==> src/hdl/cap_rf_pkg.sv <==
// ##############################
// capability register file package
// shared types and constants
// ##############################

package cap_rf_pkg;

  // register bank geometry
  localparam int unsigned NUM_REGS   = 32;
  localparam int unsigned REG_ADDR_W = 5;
  localparam int unsigned DATA_W     = 32;

  // capability metadata word, tag bit on top
  typedef struct packed {
    logic       valid;
    logic [5:0] perms;
    logic [2:0] otype;
    logic [3:0] cexp;
    logic [8:0] top;
    logic [8:0] base;
  } reg_cap_t;

  localparam reg_cap_t NULL_REG_CAP = '0;

  // write port, data and capability go together
  typedef struct packed {
    logic                  we;
    logic [REG_ADDR_W-1:0] addr;
    logic [DATA_W-1:0]     data;
    reg_cap_t              cap;
  } wr_req_t;

  // tag revocation strobe
  typedef struct packed {
    logic                  en;
    logic                  clrtag;
    logic [REG_ADDR_W-1:0] addr;
  } trvk_req_t;

  // tag reservation strobe
  typedef struct packed {
    logic                  en;
    logic [REG_ADDR_W-1:0] addr;
  } trsv_req_t;

  // per-register enables, bit 0 never set
  typedef struct packed {
    logic [NUM_REGS-1:0] we_vec;
    logic [NUM_REGS-1:0] clr_vec;
    logic [NUM_REGS-1:0] rsv_vec;
    logic [NUM_REGS-1:0] rel_vec;
  } rf_dec_t;

  typedef logic [NUM_REGS-1:0][DATA_W-1:0] rf_data_t;
  typedef reg_cap_t [NUM_REGS-1:0] rf_caps_t;

  // request kinds
  typedef enum logic [1:0] {
    RF_OP_NONE,
    RF_OP_WRITE,
    RF_OP_REVOKE,
    RF_OP_RESERVE
  } rf_op_e;

endpackage
==> src/hdl/cap_rf_top.sv <==
// ##############################
// capability register file top
// decoder, array, guard and read side
// ##############################

`timescale 1ns/10ps

module cap_rf_top (
  input  logic                              clk_i,
  input  logic                              rst_ni,

  // requests
  input  cap_rf_pkg::wr_req_t               wr_req_i,
  input  cap_rf_pkg::trvk_req_t             trvk_req_i,
  input  cap_rf_pkg::trsv_req_t             trsv_req_i,

  // read ports
  input  logic [cap_rf_pkg::REG_ADDR_W-1:0] raddr_a_i,
  input  logic [cap_rf_pkg::REG_ADDR_W-1:0] raddr_b_i,
  output logic [cap_rf_pkg::DATA_W-1:0]     rdata_a_o,
  output cap_rf_pkg::reg_cap_t              rcap_a_o,
  output logic [cap_rf_pkg::DATA_W-1:0]     rdata_b_o,
  output cap_rf_pkg::reg_cap_t              rcap_b_o,

  output logic [cap_rf_pkg::NUM_REGS-1:0]   reg_rdy_o,
  output logic                              alert_o
);

  cap_rf_pkg::rf_dec_t             dec;
  cap_rf_pkg::rf_data_t            rf_data;
  cap_rf_pkg::rf_caps_t            rf_caps;
  logic [cap_rf_pkg::NUM_REGS-1:0] rdy_vec;

  cap_rf_decode i_decode (
    .wr_req_i   (wr_req_i),
    .trvk_req_i (trvk_req_i),
    .trsv_req_i (trsv_req_i),
    .dec_o      (dec)
  );

  cap_rf_array i_array (
    .clk_i     (clk_i),
    .rst_ni    (rst_ni),
    .dec_i     (dec),
    .wdata_i   (wr_req_i.data),
    .wcap_i    (wr_req_i.cap),
    .rf_data_o (rf_data),
    .rf_caps_o (rf_caps),
    .rdy_vec_o (rdy_vec)
  );

  cap_rf_guard i_guard (
    .clk_i     (clk_i),
    .rst_ni    (rst_ni),
    .dec_i     (dec),
    .rdy_vec_i (rdy_vec),
    .rf_caps_i (rf_caps),
    .alert_o   (alert_o)
  );

  cap_rf_read i_read (
    .raddr_a_i (raddr_a_i),
    .raddr_b_i (raddr_b_i),
    .rf_data_i (rf_data),
    .rf_caps_i (rf_caps),
    .rdy_vec_i (rdy_vec),
    .dec_i     (dec),
    .rdata_a_o (rdata_a_o),
    .rcap_a_o  (rcap_a_o),
    .rdata_b_o (rdata_b_o),
    .rcap_b_o  (rcap_b_o),
    .reg_rdy_o (reg_rdy_o)
  );

endmodule

==> src/hdl/cap_rf_read.sv <==
// ##############################
// read ports
// muxes plus same-cycle revoke bypass
// ##############################

`timescale 1ns/10ps

module cap_rf_read (
  input  logic [cap_rf_pkg::REG_ADDR_W-1:0] raddr_a_i,
  input  logic [cap_rf_pkg::REG_ADDR_W-1:0] raddr_b_i,
  input  cap_rf_pkg::rf_data_t              rf_data_i,
  input  cap_rf_pkg::rf_caps_t              rf_caps_i,
  input  logic [cap_rf_pkg::NUM_REGS-1:0]   rdy_vec_i,
  input  cap_rf_pkg::rf_dec_t               dec_i,
  output logic [cap_rf_pkg::DATA_W-1:0]     rdata_a_o,
  output cap_rf_pkg::reg_cap_t              rcap_a_o,
  output logic [cap_rf_pkg::DATA_W-1:0]     rdata_b_o,
  output cap_rf_pkg::reg_cap_t              rcap_b_o,
  output logic [cap_rf_pkg::NUM_REGS-1:0]   reg_rdy_o
);

  // stored capability, tag dropped if revoked this cycle
  function automatic cap_rf_pkg::reg_cap_t read_cap(
    input logic [cap_rf_pkg::REG_ADDR_W-1:0] addr,
    input cap_rf_pkg::rf_caps_t              caps,
    input logic [cap_rf_pkg::NUM_REGS-1:0]   clr_vec
  );
    cap_rf_pkg::reg_cap_t cap;
    cap = caps[addr];
    if (clr_vec[addr]) begin
      cap.valid = 1'b0;
    end
    return cap;
  endfunction

  // data has no forwarding, a write shows up next cycle
  assign rdata_a_o = rf_data_i[raddr_a_i];
  assign rdata_b_o = rf_data_i[raddr_b_i];

  assign rcap_a_o = read_cap(raddr_a_i, rf_caps_i, dec_i.clr_vec);
  assign rcap_b_o = read_cap(raddr_b_i, rf_caps_i, dec_i.clr_vec);

  // a revoke releases the register already in this cycle
  assign reg_rdy_o = rdy_vec_i | dec_i.rel_vec;

endmodule

==> src/hdl/cap_rf_guard.sv <==
// ##############################
// fault guard
// shadow ready vector and revoke readback
// ##############################

`timescale 1ns/10ps

module cap_rf_guard (
  input  logic                            clk_i,
  input  logic                            rst_ni,
  input  cap_rf_pkg::rf_dec_t             dec_i,
  input  logic [cap_rf_pkg::NUM_REGS-1:0] rdy_vec_i,
  input  cap_rf_pkg::rf_caps_t            rf_caps_i,
  output logic                            alert_o
);

  // enables from the previous cycle
  logic [cap_rf_pkg::NUM_REGS-1:0] clr_q;
  logic [cap_rf_pkg::NUM_REGS-1:0] rsv_q;
  logic [cap_rf_pkg::NUM_REGS-1:0] rel_q;

  // ready vector one cycle late and its independent shadow
  logic [cap_rf_pkg::NUM_REGS-1:0] rdy_q;
  logic [cap_rf_pkg::NUM_REGS-1:0] rdy_shdw_q;

  logic shdw_mismatch;
  logic cap_rvk_err;

  always_ff @(posedge clk_i or negedge rst_ni) begin
    if (!rst_ni) begin
      clr_q <= '0;
      rsv_q <= '0;
      rel_q <= '0;
      rdy_q <= '1;
    end else begin
      clr_q <= dec_i.clr_vec;
      rsv_q <= dec_i.rsv_vec;
      rel_q <= dec_i.rel_vec;
      rdy_q <= rdy_vec_i;
    end
  end

  // replays the array's ready update one cycle behind
  always_ff @(posedge clk_i or negedge rst_ni) begin
    if (!rst_ni) begin
      rdy_shdw_q <= '1;
    end else begin
      for (int i = 0; i < cap_rf_pkg::NUM_REGS; i++) begin
        if (rsv_q[i]) begin
          rdy_shdw_q[i] <= 1'b0;
        end else if (rel_q[i]) begin
          rdy_shdw_q[i] <= 1'b1;
        end
      end
    end
  end

  assign shdw_mismatch = (rdy_shdw_q != rdy_q);

  // a revoked register must now hold its tag low
  always_comb begin
    cap_rvk_err = 1'b0;
    for (int i = 0; i < cap_rf_pkg::NUM_REGS; i++) begin
      cap_rvk_err = cap_rvk_err | (clr_q[i] & rf_caps_i[i].valid);
    end
  end

  assign alert_o = shdw_mismatch | cap_rvk_err;

endmodule

==> src/hdl/cap_rf_array.sv <==
// ##############################
// register array
// data, capability and ready flops
// ##############################

`timescale 1ns/10ps

module cap_rf_array (
  input  logic                                clk_i,
  input  logic                                rst_ni,
  input  cap_rf_pkg::rf_dec_t                 dec_i,
  input  logic [cap_rf_pkg::DATA_W-1:0]       wdata_i,
  input  cap_rf_pkg::reg_cap_t                wcap_i,
  output cap_rf_pkg::rf_data_t                rf_data_o,
  output cap_rf_pkg::rf_caps_t                rf_caps_o,
  output logic [cap_rf_pkg::NUM_REGS-1:0]     rdy_vec_o
);

  // no storage for register 0
  logic [cap_rf_pkg::DATA_W-1:0] data_q [1:cap_rf_pkg::NUM_REGS-1];
  cap_rf_pkg::reg_cap_t          cap_q  [1:cap_rf_pkg::NUM_REGS-1];
  logic                          rdy_q  [1:cap_rf_pkg::NUM_REGS-1];

  // written capability with its tag already stripped
  cap_rf_pkg::reg_cap_t wcap_clr;

  always_comb begin
    wcap_clr       = wcap_i;
    wcap_clr.valid = 1'b0;
  end

  // data words
  always_ff @(posedge clk_i or negedge rst_ni) begin
    if (!rst_ni) begin
      for (int i = 1; i < cap_rf_pkg::NUM_REGS; i++) begin
        data_q[i] <= '0;
      end
    end else begin
      for (int i = 1; i < cap_rf_pkg::NUM_REGS; i++) begin
        if (dec_i.we_vec[i]) begin
          data_q[i] <= wdata_i;
        end
      end
    end
  end

  // capability words, revocation wins over the written tag
  always_ff @(posedge clk_i or negedge rst_ni) begin
    if (!rst_ni) begin
      for (int i = 1; i < cap_rf_pkg::NUM_REGS; i++) begin
        cap_q[i] <= cap_rf_pkg::NULL_REG_CAP;
      end
    end else begin
      for (int i = 1; i < cap_rf_pkg::NUM_REGS; i++) begin
        if (dec_i.clr_vec[i] && dec_i.we_vec[i]) begin
          cap_q[i] <= wcap_clr;
        end else if (dec_i.clr_vec[i]) begin
          // keep bounds and perms, drop only the tag
          cap_q[i].valid <= 1'b0;
        end else if (dec_i.we_vec[i]) begin
          cap_q[i] <= wcap_i;
        end
      end
    end
  end

  // ready bits, reserve beats release
  always_ff @(posedge clk_i or negedge rst_ni) begin
    if (!rst_ni) begin
      for (int i = 1; i < cap_rf_pkg::NUM_REGS; i++) begin
        rdy_q[i] <= 1'b1;
      end
    end else begin
      for (int i = 1; i < cap_rf_pkg::NUM_REGS; i++) begin
        if (dec_i.rsv_vec[i]) begin
          rdy_q[i] <= 1'b0;
        end else if (dec_i.rel_vec[i]) begin
          rdy_q[i] <= 1'b1;
        end
      end
    end
  end

  // pack into banks, entry 0 is zero, null and always ready
  always_comb begin
    rf_data_o[0] = '0;
    rf_caps_o[0] = cap_rf_pkg::NULL_REG_CAP;
    rdy_vec_o[0] = 1'b1;
    for (int i = 1; i < cap_rf_pkg::NUM_REGS; i++) begin
      rf_data_o[i] = data_q[i];
      rf_caps_o[i] = cap_q[i];
      rdy_vec_o[i] = rdy_q[i];
    end
  end

endmodule

==> src/hdl/cap_rf_decode.sv <==
// ##############################
// request decoder
// one-hot enables for write, revoke and reserve
// ##############################

`timescale 1ns/10ps

module cap_rf_decode (
  input  cap_rf_pkg::wr_req_t   wr_req_i,
  input  cap_rf_pkg::trvk_req_t trvk_req_i,
  input  cap_rf_pkg::trsv_req_t trsv_req_i,
  output cap_rf_pkg::rf_dec_t   dec_o
);

  // one-hot select qualified by the enable
  // register 0 is hard-wired, so its bit never fires
  function automatic logic [cap_rf_pkg::NUM_REGS-1:0] addr_onehot(
    input logic [cap_rf_pkg::REG_ADDR_W-1:0] addr,
    input logic                              en
  );
    logic [cap_rf_pkg::NUM_REGS-1:0] vec;
    vec       = '0;
    vec[addr] = en;
    vec[0]    = 1'b0;
    return vec;
  endfunction

  logic trvk_clr;

  // only a clearing revoke touches the stored tag
  assign trvk_clr = trvk_req_i.en & trvk_req_i.clrtag;

  always_comb begin
    // RF_OP_WRITE
    dec_o.we_vec  = addr_onehot(wr_req_i.addr, wr_req_i.we);

    // RF_OP_REVOKE with clrtag
    dec_o.clr_vec = addr_onehot(trvk_req_i.addr, trvk_clr);

    // RF_OP_RESERVE
    dec_o.rsv_vec = addr_onehot(trsv_req_i.addr, trsv_req_i.en);

    // any RF_OP_REVOKE releases the ready bit, clrtag or not
    dec_o.rel_vec = addr_onehot(trvk_req_i.addr, trvk_req_i.en);
  end

endmodule

==> config.mk <==
export PLATFORM = sky130hd
export DESIGN_NAME = cap_rf_top
export DESIGN_NICKNAME = d
export VERILOG_FILES = /design/src/hdl/cap_rf_pkg.sv /design/src/hdl/cap_rf_top.sv /design/src/hdl/cap_rf_read.sv /design/src/hdl/cap_rf_guard.sv /design/src/hdl/cap_rf_array.sv /design/src/hdl/cap_rf_decode.sv
export SDC_FILE = /design/constraint.sdc
export NUM_CORES = 2
export LEC_CHECK = 0
export BUFFER_PORTS_ARGS = -buffer_cell sky130_fd_sc_hd__clkbuf_2
export CORE_ASPECT_RATIO = 0.7
export CORE_MARGIN = 4
export CORE_UTILIZATION = 63
export DETAILED_ROUTE_END_ITERATION = 12
export PLACE_DENSITY_LB_ADDON = 0.12
export REMOVE_ABC_BUFFERS = 1
export SLEW_MARGIN = 20
export SYNTH_ARGS = -nofsm -noshare
export SYNTH_HDL_FRONTEND = slang
export SYNTH_SLANG_ARGS = --single-unit
==> constraint.sdc <==
create_clock -name clk_i -period 2.44 [get_ports clk_i]
set_input_delay 0.366 -clock clk_i [delete_from_list [all_inputs] [get_ports clk_i]]
set_output_delay 0.366 -clock clk_i [all_outputs]
set_load 0.02 [all_outputs]
==> results.py <==
metrics = {
    "outcome": {
        "status": "finished with violations",
        "failing_checks": "setup timing",
    },
    "power": {
        "vdd_drop_max_mv": 0.8182,
        "switching_share_pct": 28.36,
        "power_switching_mw": 30.60,
        "power.share.clock_pct": 31.4,
        "power_frac_comb_pct": 23.8,
        "cellInternalPower_mw": 77.30,
        "fin_total_pwr_mw": 107.9,
        "seqPwrFrac_pct": 44.8,
        "total_leakage_power_nw": 59.26,
        "power-per-cell-area_mw_per_mm2": 799.7,
    },
    "finish": {
        "area_taken_by_flip_flops_and_latches_mm2": 0.05442,
        "finish.instance_area_mm2": 0.1349,
        "nFillCells": 10574,
        "final_net_count": 8180,
        "synthToLayoutAreaGrowth_pct": 18.88,
        "multiInputGateArea_mm2": 0.05867,
        "final_layout_size_suffix_gt1_share_pct": 61.61,
        "final_core_util_pct": 75.27,
    },
    "floorplanning": {
        "fp.dieArea_mm2": 0.1871,
        "initial_core_utilization_pct": 63.32,
        "ioPinCount": 256,
        "standard_cell_core_area_mm2": 0.1792,
        "placementRows": 130,
        "die_h_um": 363.1,
        "die_width_um": 515.3,
    },
    "placed_design": {
        "routabilityCongestion": 0.8699,
        "placedInstanceArea_mm2": 0.1229,
        "worst_setup_slack_post_dpl_ns": -0.7389,
        "buffer_ports.inserted": 254,
        "hpwl_detailed_mm": 219.4,
    },
    "job": {
        "drv.max_cap_violation_count": 0,
    },
    "yosys": {
        "synthArstFlopShare_pct": 100.0,
        "number_of_instances_in_the_synthesized_netlist": 7564,
        "synth.top_cells.by_area": "dfrtp_1 46%, mux2_2 21%, mux4_2 18%, mux2i_1 2.6%, dfstp_2 2.2%",
        "synth_area_mm2": 0.1135,
        "yosys_register_bits": 2170,
        "synth-seq-area-share_pct": 47.95,
        "synth.yosys.warnings": 0,
        "synth_largest_type_area_fraction_pct": 45.79,
        "number_of_unique_standard_cell_types_used_by_synthesis": 61,
        "postSynthAreaPerCell_um2": 15.00,
        "synthDominantAreaCellType": "dfrtp_1",
        "synth-edff-count": 0,
        "yosys_most_used_dff": "dfrtp_1",
    },
    "routing": {
        "detailedRoute.firstIterationViolations": 7574,
        "drt_first_pass_iters": 6,
        "ant_nets": 0,
        "wl_mm": 346.5,
        "post_dr_wirelength_cell_um": 32.55,
        "dr_total_vias": 75283,
        "route.detailed.vias_per_inst": 7.072,
        "drcViolationCount": 0,
    },
    "clock_tree": {
        "clock_insertion_delay_worst_skew_ns": 0.85,
        "number_of_buffers_on_the_longest_clock_path": 3,
        "clk_transition_reported_paths_ns": 0.06,
        "cts_root_buffer": "clkbuf_16",
        "cts_tree": "built",
        "level_count_of_the_clock_h_tree": 4,
        "cts_sinks": 2170,
        "cts-buffers-inserted": 204,
    },
    "sta": {
        "worst_slew_pin_slew_ns": 0.9216,
        "grt_setup_unrepaired": "yes",
        "maxSlewHeadroom_pct": 38.43,
        "setup-violations-final": 129,
        "finalCriticalPeriod_ns": 3.199,
        "clock_skew_ns": 0.006356,
        "layout_worst_path_cycle_share_pct": 131.1,
        "final_hold_viol_count": 0,
        "setup_slack_ns": -0.7587,
        "fmaxAchievable_mhz": 312.6,
        "finalMaxSlewViolations": 0,
    },
    "setup_path": {
        "worstPathRequired_ns": 2.07,
        "worst_setup_path_end_kind": "output port",
        "crit_fanout": 2,
        "timing.setup.critical_path_class": "flop to output port",
        "cp_data_arrival_time_ns": 2.83,
        "critical_path_start_type": "flop",
    },
    "grt": {
        "grt_start_max_net_pins": 107,
        "grt_use_total_pct": 37.34,
        "grt.overflow.total": 0,
        "grt_first_pass_wirelength_mm": 521.7,
        "first_global_vias": 78551,
        "antenna_found_initial": 11,
    },
    "hold_path": {
        "worstHoldPathType": "input pin to async pin",
    },
}
## synth_stat cells, types with 4 or more instances
cell type  count
nor2b_1      102
a211oi_1     115
dfrtp_1     2077
buf_2        267
nand2_1      220
buf_1         27
nand4_1        9
nand3b_1       9
mux2_2      2093
clkbuf_4       4
nand2_2        4
buf_4         99
xor2_1        25
clkbuf_1     355
nand3_1       14
a22oi_1        9
a221oi_2      27
dfstp_2       93
nor2_4         6
nor4_1         7
a211oi_2      14
buf_6         40
nor3_1       127
mux4_2       894
nor2_2        10
a221oi_1     229
a21oi_1        4
and2_1        25
xnor2_1       11
or2_2         32
and3_1         4
nor2_1       231
mux2_1        50
mux2i_1      291
## placed cells by master (no fill, tap or decap), types with 47 or more instances in the layout
master     netlist  layout
dfrtp_1       2077    2075
mux2_2        2093    2031
mux4_2         894     894
buf_4           99     631
mux2i_1        291     284
buf_12           0     239
clkbuf_16        0     208
nor2_1         231     185
nand2_1        220     131
clkbuf_2         0     115
a221oi_2        27     114
clkbuf_8         0     105
dfstp_2         93      93
nor2b_1        102      92
nor3_1         127      90
a221oi_1       229      81
a211oi_2        14      79
nand2_2          4      77
mux2_4           0      62
a221oi_4         0      61
clkinv_2         0      56
mux2_1          50      50
a211oi_4         0      47
## critical path, cell delays in order (launching register included)
cell	delay [ns]
dfstp_2	0.55
xor2_1	0.09
a221oi_1	0.22
buf_4	0.19
nand4_1	0.23
nor4_4	0.28
buf_4	0.15
nand4_1	0.07
buf_4	0.19
## final timing paths
path                                                         start                                  to  slack (ns)  cells past startpoint
worst max-delay path            i_guard.rdy_shdw_q[19]$_DFFE_PN1P_                             alert_o       -0.76                      8
worst min-delay path                                        rst_ni  i_array.rf_data_o[594]$_DFFE_PN0P_        0.07                      2
worst max register to register  i_array.rf_caps_o[486]$_DFFE_PN0P_  i_array.rf_caps_o[486]$_DFFE_PN0P_        1.41                      3
worst min register to register         i_guard.rsv_q[26]$_DFF_PN0_  i_guard.rdy_shdw_q[26]$_DFFE_PN1P_        0.36                      1
max in group asynchronous                                   rst_ni  i_array.rf_caps_o[861]$_DFFE_PN0P_        1.24                      4
min in group clk_i                                   trvk_req_i[6]          i_guard.rel_q[1]$_DFF_PN0_        0.07                      4
## cell type report
class | count | area share, %
Multi-Input combinational cell | 4597 | 43.49
Tap cell | 2376 | 2.203
Clock buffer | 286 | 4.431
Sequential cell | 2170 | 40.34
Clock inverter | 96 | 0.8291
Antenna cell | 8 | 0.01484
Timing Repair Buffer | 1108 | 8.683
Inverter | 4 | 0.01669
## per-layer routing
| metal | GRT usage, % | up-vias | part of all wire (%) |
|---|---|---|---|
| li1 | - | 30088 | - |
| met2 | 56.04 | 3811 | 46 |
| met4 | 15.00 | 4 | 4.3 |
| met3 | 8.681 | 906 | 9.6 |
| met5 | 0.2029 | - | 0.016 |
| met1 | 53.57 | 40474 | 40 |
## timing repair
item | in CTS | in global routing
setup buffers | 61 | 30
pin swaps | 224 | 124
hold buffers | 15 | 0
resized for setup | 623 | 308
endpoints found under the hold margin | 771 | 0
endpoints found under the setup margin | 129 | 133
## cells by family (layout without fill, tap and decap cells)
logic type | Yosys count | in the layout | synth area share (%)
AO/OA/AOI/OAI | 414 | 414 | 3.226
AND/OR/NAND/NOR | 818 | 818 | 3.432
buffers and inverters | 797 | 1494 | 3.545
XOR/XNOR | 36 | 36 | 0.2778
other | 1 | 9 | 0.003304
multiplexers | 3328 | 3328 | 41.57
flip-flops | 2170 | 2170 | 47.95
## state kept, by name, indices dropped and copies added (netlist names)
register,flops
i_guard.rel_q,31
i_guard.clr_q,31
i_array.rf_caps_o,992
i_guard.rdy_q,31
i_guard.rsv_q,31
i_guard.rdy_shdw_q,31
i_array.rdy_vec_o,31
i_array.rf_data_o,992
## metrics by stage
stage / TNS (ns) / instances / hold WS (ns)
2_1_floorplan: -848.08 / 6771 / 0.07041
3_5_place_dp: -55.94 / 10182 / 0.3070
5_1_grt: -67.15 / 10645 / 0.06208
4_1_cts: -63.18 / 10610 / 0.006439
6_report: -57.88 / 10645 / 0.06554
3_3_place_gp: -54.49 / 10182 / 0.3082
## power by group through the flow
stage	clock network (mW)	registers [mW]	logic, mW
CTS	34.1	48.1	24.9
finish	33.9	48.3	25.7
global placement	0	47.9	22.1
detailed placement	0	48.6	22.8
floorplan	0	46.7	15.6
global route	35.7	49.1	27.3
No activity file was read; power rests on OpenSTA's default activity.
